<file path="src/logic/demux_bus_pkg.sv">
//####################################################################
// Core-side bus definitions for the data demux
// Bus widths, request payload and response payload
//####################################################################

package demux_bus_pkg;

  parameter int ADDR_W = 32;
  parameter int DATA_W = 32;
  parameter int BE_W   = DATA_W / 8;

  // Request payload, the valid and grant levels travel beside it
  typedef struct packed {
    logic [ADDR_W-1:0] addr;
    logic              wen;    // High for loads, low for stores
    logic [DATA_W-1:0] wdata;
    logic [BE_W-1:0]   be;
  } req_t;

  // Response payload, valid is a one-cycle pulse
  typedef struct packed {
    logic              valid;
    logic [DATA_W-1:0] rdata;
    logic              err;    // Error/opcode flag from the target
  } rsp_t;

endpackage

</file>
<file path="src/logic/demux_map_pkg.sv">
//####################################################################
// Cluster memory map for the data demux
// Target enumeration, one-hot vector type, region slot offsets,
// remap nibble and stall counter width
//####################################################################

package demux_map_pkg;

  parameter int N_TGT = 3;

  // Target index, also the bit position in tgt_vec_t
  typedef enum logic [1:0] {
    SH  = 2'd0,  // Shared TCDM
    PE  = 2'd1,  // Peripheral interconnect
    EXT = 2'd2   // Demux peripherals
  } tgt_e;

  typedef logic [N_TGT-1:0] tgt_vec_t;

  // Address bits 31:20, one 1 MiB slot
  typedef logic [11:0] region_t;
  // Top address nibble
  typedef logic [3:0]  nibble_t;

  parameter region_t     CLUSTER_BASE  = 12'h100;
  parameter int unsigned REGION_STRIDE = 4;      // Slots per cluster

  parameter int unsigned OFS_TCDM_RW = 0;
  parameter int unsigned OFS_TCDM_TS = 1;        // Test-and-set alias of TCDM
  parameter int unsigned OFS_PERIPH  = 2;

  parameter int      DEMUX_SEL_BIT = 14;         // EXT inside the periph slot
  parameter nibble_t REMAP_NIBBLE  = 4'h1;

  parameter int CNT_W = 32;

endpackage

</file>
<file path="src/logic/addr_decode.sv">
//####################################################################
// Address decoder of the core demux
// Optional top-nibble remap against base_addr_i, cluster region
// from cluster_id_i, optional alias region, one-hot target select
//####################################################################

`timescale 1ns/100ps

module addr_decode #(
  parameter bit                     CLUSTER_ALIAS = 1'b1,
  parameter demux_map_pkg::region_t ALIAS_BASE    = 12'h000,
  parameter bit                     REMAP_ADDRESS = 1'b0
) (
  input  demux_bus_pkg::req_t     core_req_i,
  input  logic [3:0]              base_addr_i,
  input  logic [5:0]              cluster_id_i,
  output demux_bus_pkg::req_t     req_o,
  output demux_map_pkg::tgt_vec_t tgt_sel_o
);

  import demux_bus_pkg::*;
  import demux_map_pkg::*;

  nibble_t nib_in;
  nibble_t nib_out;
  region_t cl_base;
  region_t region;
  logic    hit_tcdm;
  logic    hit_periph;

  // True when region r is slot ofs above base
  function automatic logic slot_hit(region_t r, region_t base, int unsigned ofs);
    return r == region_t'(base + ofs);
  endfunction

  assign nib_in = core_req_i.addr[ADDR_W-1 -: 4];

  if (REMAP_ADDRESS) begin : g_remap
    // Swap base_addr_i and REMAP_NIBBLE, leave the rest alone
    always_comb begin
      if (nib_in == base_addr_i) begin
        nib_out = REMAP_NIBBLE;
      end else if (nib_in == REMAP_NIBBLE) begin
        nib_out = base_addr_i;
      end else begin
        nib_out = nib_in;
      end
    end
  end else begin : g_no_remap
    assign nib_out = nib_in;
  end

  always_comb begin
    req_o                     = core_req_i;
    req_o.addr[ADDR_W-1 -: 4] = nib_out;
  end

  assign cl_base = region_t'(CLUSTER_BASE + REGION_STRIDE * cluster_id_i);
  assign region  = req_o.addr[ADDR_W-1 -: 12];

  // Both TCDM slots go to SH
  assign hit_tcdm = slot_hit(region, cl_base, OFS_TCDM_RW)
                  | slot_hit(region, cl_base, OFS_TCDM_TS)
                  | (CLUSTER_ALIAS & (slot_hit(region, ALIAS_BASE, OFS_TCDM_RW)
                                    | slot_hit(region, ALIAS_BASE, OFS_TCDM_TS)));

  assign hit_periph = slot_hit(region, cl_base, OFS_PERIPH)
                    | (CLUSTER_ALIAS & slot_hit(region, ALIAS_BASE, OFS_PERIPH));

  // Exactly one bit set, PE catches everything outside the cluster
  always_comb begin
    tgt_sel_o = '0;
    if (hit_tcdm) begin
      tgt_sel_o[SH] = 1'b1;
    end else if (hit_periph && req_o.addr[DEMUX_SEL_BIT]) begin
      tgt_sel_o[EXT] = 1'b1;
    end else begin
      tgt_sel_o[PE] = 1'b1;
    end
  end

endmodule

</file>
<file path="src/logic/target_port.sv">
//####################################################################
// One target port of the core demux
// Request gating, RSP_STAGES response pipeline and stall counter
//####################################################################

`timescale 1ns/100ps

module target_port #(
  parameter int RSP_STAGES = 0
) (
  input  logic                            clk,
  input  logic                            rst_ni,
  input  logic                            req_valid_i,
  input  logic                            sel_i,
  input  demux_bus_pkg::req_t             req_i,
  input  logic                            stall_clr_i,
  output logic                            tgt_req_valid_o,
  output demux_bus_pkg::req_t             tgt_req_o,
  input  logic                            tgt_gnt_i,
  input  demux_bus_pkg::rsp_t             tgt_rsp_i,
  output demux_bus_pkg::rsp_t             rsp_o,
  output logic [demux_map_pkg::CNT_W-1:0] stall_cnt_o
);

  import demux_bus_pkg::*;
  import demux_map_pkg::*;

  logic [CNT_W-1:0] stall_cnt_q;

  assign tgt_req_valid_o = req_valid_i & sel_i;
  assign tgt_req_o       = req_i;  // Payload is shared, only valid is gated

  if (RSP_STAGES == 0) begin : g_bypass
    assign rsp_o = tgt_rsp_i;
  end else begin : g_pipe
    logic [RSP_STAGES-1:0] vld_q;
    logic [RSP_STAGES-1:0] err_q;
    logic [DATA_W-1:0]     rdata_q [RSP_STAGES];

    always_ff @(posedge clk or negedge rst_ni) begin
      if (!rst_ni) begin
        vld_q <= '0;
      end else begin
        vld_q[0] <= tgt_rsp_i.valid;
        for (int i = 1; i < RSP_STAGES; i++) begin
          vld_q[i] <= vld_q[i-1];
        end
      end
    end

    // Data moves only with its valid, so stages keep distinct responses
    always_ff @(posedge clk) begin
      if (tgt_rsp_i.valid) begin
        rdata_q[0] <= tgt_rsp_i.rdata;
        err_q[0]   <= tgt_rsp_i.err;
      end
      for (int i = 1; i < RSP_STAGES; i++) begin
        if (vld_q[i-1]) begin
          rdata_q[i] <= rdata_q[i-1];
          err_q[i]   <= err_q[i-1];
        end
      end
    end

    always_comb begin
      rsp_o.valid = vld_q[RSP_STAGES-1];
      rsp_o.rdata = rdata_q[RSP_STAGES-1];
      rsp_o.err   = err_q[RSP_STAGES-1];
    end
  end

  // Cycles where the request waits on a low grant
  always_ff @(posedge clk or negedge rst_ni) begin
    if (!rst_ni) begin
      stall_cnt_q <= '0;
    end else if (stall_clr_i) begin
      stall_cnt_q <= '0;
    end else if (tgt_req_valid_o && !tgt_gnt_i) begin
      stall_cnt_q <= stall_cnt_q + CNT_W'(1);
    end
  end

  assign stall_cnt_o = stall_cnt_q;

endmodule

</file>
<file path="src/logic/return_mux.sv">
//####################################################################
// Return path of the core demux
// Grant select, destination register, response select and
// L2 performance strobes
//####################################################################

`timescale 1ns/100ps

module return_mux (
  input  logic                    clk,
  input  logic                    rst_ni,
  input  logic                    req_valid_i,
  input  logic                    req_wen_i,
  input  demux_map_pkg::tgt_vec_t tgt_sel_i,
  input  demux_map_pkg::tgt_vec_t tgt_gnt_i,
  input  demux_bus_pkg::rsp_t     rsp_i [demux_map_pkg::N_TGT],
  output logic                    core_gnt_o,
  output demux_bus_pkg::rsp_t     core_rsp_o,
  output logic                    perf_l2_ld_o,
  output logic                    perf_l2_st_o,
  output logic                    perf_l2_ld_cyc_o,
  output logic                    perf_l2_st_cyc_o
);

  import demux_map_pkg::*;

  tgt_e dest_d;
  tgt_e dest_q;
  logic l2_req;

  // Grant of whichever target the decoder picks this cycle
  assign core_gnt_o = |(tgt_sel_i & tgt_gnt_i);

  // One-hot to index
  always_comb begin
    dest_d = SH;
    if (tgt_sel_i[PE]) begin
      dest_d = PE;
    end else if (tgt_sel_i[EXT]) begin
      dest_d = EXT;
    end
  end

  always_ff @(posedge clk or negedge rst_ni) begin
    if (!rst_ni) begin
      dest_q <= SH;
    end else if (req_valid_i) begin
      dest_q <= dest_d;  // Updated on every request, granted or not
    end
  end

  always_comb begin
    case (dest_q)
      SH: begin
        core_rsp_o     = rsp_i[SH];
        core_rsp_o.err = 1'b0;   // TCDM never reports errors
      end
      PE:      core_rsp_o = rsp_i[PE];
      EXT:     core_rsp_o = rsp_i[EXT];
      default: core_rsp_o = '0;
    endcase
  end

  // Anything leaving the cluster TCDM counts as L2 traffic
  assign l2_req = req_valid_i & (tgt_sel_i[PE] | tgt_sel_i[EXT]);

  assign perf_l2_ld_o     = l2_req & core_gnt_o & req_wen_i;
  assign perf_l2_st_o     = l2_req & core_gnt_o & ~req_wen_i;
  assign perf_l2_ld_cyc_o = l2_req & req_wen_i;
  assign perf_l2_st_cyc_o = l2_req & ~req_wen_i;

endmodule

</file>
<file path="src/logic/core_demux.sv">
//####################################################################
// Core-side data demux, top level
// Address decoder, one target port per target, return mux
//####################################################################

`timescale 1ns/100ps

module core_demux #(
  parameter bit                     CLUSTER_ALIAS = 1'b1,
  parameter demux_map_pkg::region_t ALIAS_BASE    = 12'h000,
  parameter bit                     REMAP_ADDRESS = 1'b0,
  parameter int                     PE_RSP_STAGES = 2
) (
  input  logic                            clk,
  input  logic                            rst_ni,
  input  logic [3:0]                      base_addr_i,
  input  logic [5:0]                      cluster_id_i,

  input  logic                            core_req_valid_i,
  input  demux_bus_pkg::req_t             core_req_i,
  output logic                            core_gnt_o,
  output demux_bus_pkg::rsp_t             core_rsp_o,

  output demux_map_pkg::tgt_vec_t         tgt_req_valid_o,
  output demux_bus_pkg::req_t             tgt_req_o [demux_map_pkg::N_TGT],
  input  demux_map_pkg::tgt_vec_t         tgt_gnt_i,
  input  demux_bus_pkg::rsp_t             tgt_rsp_i [demux_map_pkg::N_TGT],

  input  logic                            stall_clr_i,
  output logic [demux_map_pkg::CNT_W-1:0] stall_cnt_o [demux_map_pkg::N_TGT],

  output logic                            perf_l2_ld_o,
  output logic                            perf_l2_st_o,
  output logic                            perf_l2_ld_cyc_o,
  output logic                            perf_l2_st_cyc_o
);

  import demux_bus_pkg::*;
  import demux_map_pkg::*;

  req_t     dec_req;
  tgt_vec_t tgt_sel;
  rsp_t     port_rsp [N_TGT];  // Responses after each port's stages

  addr_decode #(
    .CLUSTER_ALIAS ( CLUSTER_ALIAS ),
    .ALIAS_BASE    ( ALIAS_BASE    ),
    .REMAP_ADDRESS ( REMAP_ADDRESS )
  ) i_addr_decode (
    .core_req_i   ( core_req_i   ),
    .base_addr_i  ( base_addr_i  ),
    .cluster_id_i ( cluster_id_i ),
    .req_o        ( dec_req      ),
    .tgt_sel_o    ( tgt_sel      )
  );

  // Index k follows tgt_e, only PE gets response stages
  for (genvar k = 0; k < N_TGT; k++) begin : g_tgt
    target_port #(
      .RSP_STAGES ( (k == int'(PE)) ? PE_RSP_STAGES : 0 )
    ) i_target_port (
      .clk             ( clk                ),
      .rst_ni          ( rst_ni             ),
      .req_valid_i     ( core_req_valid_i   ),
      .sel_i           ( tgt_sel[k]         ),
      .req_i           ( dec_req            ),
      .stall_clr_i     ( stall_clr_i        ),
      .tgt_req_valid_o ( tgt_req_valid_o[k] ),
      .tgt_req_o       ( tgt_req_o[k]       ),
      .tgt_gnt_i       ( tgt_gnt_i[k]       ),
      .tgt_rsp_i       ( tgt_rsp_i[k]       ),
      .rsp_o           ( port_rsp[k]        ),
      .stall_cnt_o     ( stall_cnt_o[k]     )
    );
  end

  return_mux i_return_mux (
    .clk              ( clk              ),
    .rst_ni           ( rst_ni           ),
    .req_valid_i      ( core_req_valid_i ),
    .req_wen_i        ( dec_req.wen      ),
    .tgt_sel_i        ( tgt_sel          ),
    .tgt_gnt_i        ( tgt_gnt_i        ),
    .rsp_i            ( port_rsp         ),
    .core_gnt_o       ( core_gnt_o       ),
    .core_rsp_o       ( core_rsp_o       ),
    .perf_l2_ld_o     ( perf_l2_ld_o     ),
    .perf_l2_st_o     ( perf_l2_st_o     ),
    .perf_l2_ld_cyc_o ( perf_l2_ld_cyc_o ),
    .perf_l2_st_cyc_o ( perf_l2_st_cyc_o )
  );

endmodule

</file>
<file path="config.mk">
export PLATFORM = sky130hd
export DESIGN_NAME = core_demux
export DESIGN_NICKNAME = d
export VERILOG_FILES = /design/src/logic/demux_bus_pkg.sv /design/src/logic/demux_map_pkg.sv /design/src/logic/addr_decode.sv /design/src/logic/target_port.sv /design/src/logic/return_mux.sv /design/src/logic/core_demux.sv
export SDC_FILE = /design/constraint.sdc
export NUM_CORES = 1
export LEC_CHECK = 0
export BUFFER_PORTS_ARGS = -buffer_cell sky130_fd_sc_hd__clkbuf_2
export CORE_AREA = 2 2 207 209
export DETAILED_ROUTE_END_ITERATION = 8
export DIE_AREA = 0 0 209 211
export REMOVE_ABC_BUFFERS = 1
export SLEW_MARGIN = 10
export SYNTH_ARGS = -nofsm -noshare
export SYNTH_HDL_FRONTEND = slang
export SYNTH_SLANG_ARGS = --single-unit
export TNS_END_PERCENT = 5
</file>
<file path="constraint.sdc">
create_clock -name clk -period 2.1 [get_ports clk]
set_clock_uncertainty 0.2 [all_clocks]
set_input_delay 0.21 -clock clk [delete_from_list [all_inputs] [get_ports clk]]
set_output_delay 0.21 -clock clk [all_outputs]
set_load 0.03 [all_outputs]
</file>
==> out/results.txt <==
Outcome = finished with violations
Failing checks = setup timing
Netlist Area Pre-Place = 10300 sq um
TritonCTS clock tree = built
Setup TNS = -3.81 ns
Syn Area/Cell = 9.63 sq um
Final worst path period need = 2.31 ns
Post-synthesis compound-gate area fraction = 0.0878
Wire length on met3 = 8.76 mm
Synth unique cells = 43
Top Metal Used = met5
Post-Synth Simple-Gate Area = 0.195
Final setup viols = 47
Leak Pwr = 6.18 nW
Main combinational cell family by area after synthesis = simple AND/OR/NAND/NOR gates
Metal-1 WL = 16.6 mm
I/O pin count = 533
Post-DR wirelength/cell = 27.4 um
Yosys warning count = 0
Vias in the first global route = 9003
FMAX = 434 MHz
Worst-margin pin slew = 0.576 ns
Worst EP required = 1.69 ns
Overflow left after global routing = 0
Post-Synth Adder-Cell Area = 0.00363
Critical Path Fanout Max = 3
Pwr dens = 575 nW/um^2
Filler Cell Count = 4211
Area share of the largest cell type after synthesis = 0.242
Die area = 44100 sq um
Crit end category = output port
Largest net degree at the start of global routing = 65
Tcrit/Tclk final = 1.10
Type of origin of the critical path = input port
Drt pass-1 iters = 5
Initial Util = 0.247
Initial antenna violation count = 2
Routability cong. = 0.907
Via count = 9328
Sequential fraction of the synthesis area = 0.434
WS Path Type = input port to output port
Asr flop ratio synth = 0.602
Area grow syn2layout = 34.8%
Final cell count without fillers = 1880
CTS Buf Count = 17
Met2 WL post-DR = 23.5 mm
Final Max Slew Viols = 0
First-pass GRT wire length = 69.4 mm
Multiplexer share of the synthesized area = 0.0951
Max Root-Sink Buffers = 2
Final worst slack = -0.206 ns
H-tree levels = 4
Row cnt = 75
RSZ-0062 raised after global routing = yes
PortBufs = 307
Post-placement cell count = 1799
Worst EP arrival = 1.90 ns
Final wirelength = 51.4 mm
Synth Register Bits = 166
WHS = 0.0657 ns
Area leader, netlist = dfrtp_1
Max Cap Violations = 0
Worst-skew pair later-pin latency = 0.46 ns
Root buffer cell = clkbuf_16
Chip Height = 211 um
Ys flop type = dfrtp_1
Vias/cell = 4.96
Worst hold path type = input port to asynchronous set/reset pin
Final Power = 0.00800 W
Rel. slew slack = 0.616
Fin nets = 1517
Cells after Synth = 1073
Core box area = 41800 sq um
Drt drc = 0
Clock Sinks = 166
Post-synth EDFFs = 66
Antenna viol nets, final = 0
Post-Synth XOR/XNOR Area = 0.00509
Final Hold Vio Count = 0
Pre-CTS setup slack = -0.447 ns
Initial detailed-routing violation count = 715
Reg clk slew, reported paths = 0.08 ns
VDD IR max = 0.539 mV
Total GRT Usage = 0.227
Layout cells sized above 1 = 0.479
Synth top area cells = dfrtp_1, edfxtp_1, buf_4, mux2_2, nor2b_1
Hpwl dp = 40.7 mm
Width of the die = 209 um
-- layout by cell type, fill, tap and decap left out, drive strengths merged, types with 10 or more instances in the layout --
| master | count |
|---|---|
| a211oi | 10 |
| a21oi | 51 |
| and3 | 13 |
| buf | 196 |
| clkbuf | 287 |
| dfrtp | 100 |
| dlygate4sd3 | 38 |
| edfxtp | 66 |
| inv | 17 |
| mux2 | 57 |
| mux2i | 34 |
| nand2 | 71 |
| nand3 | 39 |
| nand4 | 33 |
| nor2 | 70 |
| nor2b | 63 |
| nor3 | 15 |
| nor4 | 13 |
| o21ai | 46 |
| o31ai | 27 |
| or3 | 12 |
| or4 | 27 |
-- path summary, 6_finish.rpt --
path | from | to | slack, ns | cells after the start
worst max-delay path | core_req_i[66] | perf_l2_st_o | -0.21 | 8
worst min-delay path | rst_ni | g_tgt[1].i_target_port.stall_cnt_o[15] | 0.07 | 3
worst max register to register | g_tgt[2].i_target_port.stall_cnt_o[1] | g_tgt[2].i_target_port.stall_cnt_o[16] | -0.04 | 6
worst min register to register | g_tgt[1].i_target_port.g_pipe.rdata_q[0][13] | g_tgt[1].i_target_port.g_pipe.rdata_q[0][45] | 0.22 | 0
max in group asynchronous | rst_ni | g_tgt[1].i_target_port.stall_cnt_o[3] | 0.99 | 3
min in group clk | core_req_i[51] | i_return_mux.dest_q[1] | 0.07 | 4
-- final cells by class --
cell class	count	area, sq um	share of cell area
flip-flops and latches	166	4490	0.322
multi-input cells	630	4530	0.325
diodes	2	5.00	0.000360
repair buffers	504	3590	0.258
inverters	7	26.3	0.00189
well taps	539	674	0.0484
clock inverters	15	188	0.0135
clock buffers	17	425	0.0306
-- synth_stat cells, types with 3 or more instances --
cell         n
a2111oi_0    8
a211oi_1    10
a21oi_1     51
and2_1       5
and3_1      13
and4_1       8
buf_1        4
buf_2        4
buf_4      210
clkbuf_1    50
dfrtp_1    100
edfxtp_1    66
ha_1         3
inv_1        7
mux2_1       4
mux2_2      53
mux2i_1     34
nand2_1     71
nand2b_1     5
nand3_1     39
nand4_1     33
nor2_1      70
nor2b_1     63
nor3_1      15
nor4_1      13
o21ai_0     46
o31ai_1     27
or3_1       12
or4_1       27
xnor2_1      5
-- stage by stage --
step / utilization / area, sq um
3_5_place_dp: 0.287 / 12000
3_3_place_gp: 0.287 / 12000
6_report: 0.333 / 13900
4_1_cts: 0.325 / 13600
2_1_floorplan: - / 8510
5_1_grt: 0.333 / 13900
-- critical path, cell delays in order --
cell and delay (ns):
buf_6 0.09, or3_4 0.39, buf_6 0.13, o41ai_4 0.35, buf_4 0.20, nand4_1 0.16
a21boi_1 0.18, buf_4 0.17
-- kinds of logic (layout without fill, tap and decap cells) --
kind of cell / Yosys count / count (layout)
multiplexers: 91 / 91
buffers and inverters: 277 / 543
adder cells (fa/ha/maj): 3 / 3
XOR/XNOR: 6 / 6
other: 0 / 2
flip-flops: 166 / 166
AND/OR/NAND/NOR: 379 / 379
AO/OA/AOI/OAI: 151 / 151
-- per-layer routing --
| metal | track usage | vias up |
|---|---|---|
| met1 | 0.217 | 4529 |
| met4 | 0.0975 | 4 |
| met2 | 0.355 | 569 |
| met5 | 0.0456 | - |
| li1 | - | 4130 |
| met3 | 0.178 | 96 |
-- report_power, final --
group | switching (W) | internal (W) | leakage (nW)
sequential | 0.0000401 | 0.00351 | 2.03
clock | 0.00162 | 0.00173 | 0.297
combinational | 0.000670 | 0.000435 | 3.85
total | 0.00233 | 0.00567 | 6.18
-- state kept, by name, summed over array words and instances (netlist names) --
| register | flops |
|---|---|
| g_tgt.i_target_port.stall_cnt_o | 96 |
| i_return_mux.dest_q | 2 |
| g_tgt.i_target_port.g_pipe.vld_q | 2 |
| g_tgt.i_target_port.g_pipe.err_q | 2 |
| g_tgt.i_target_port.g_pipe.rdata_q | 64 |
-- timing repair --
action / CTS / global route
hold endpoints to repair: 139 / 0
buffers inserted: 5 / 4
setup endpoints to repair: 65 / 100
resized for setup: 128 / 127
cloned: 4 / 1
pin swaps: 16 / 16
hold buffers: 38 / 0
(Power assumes the default switching activity.)
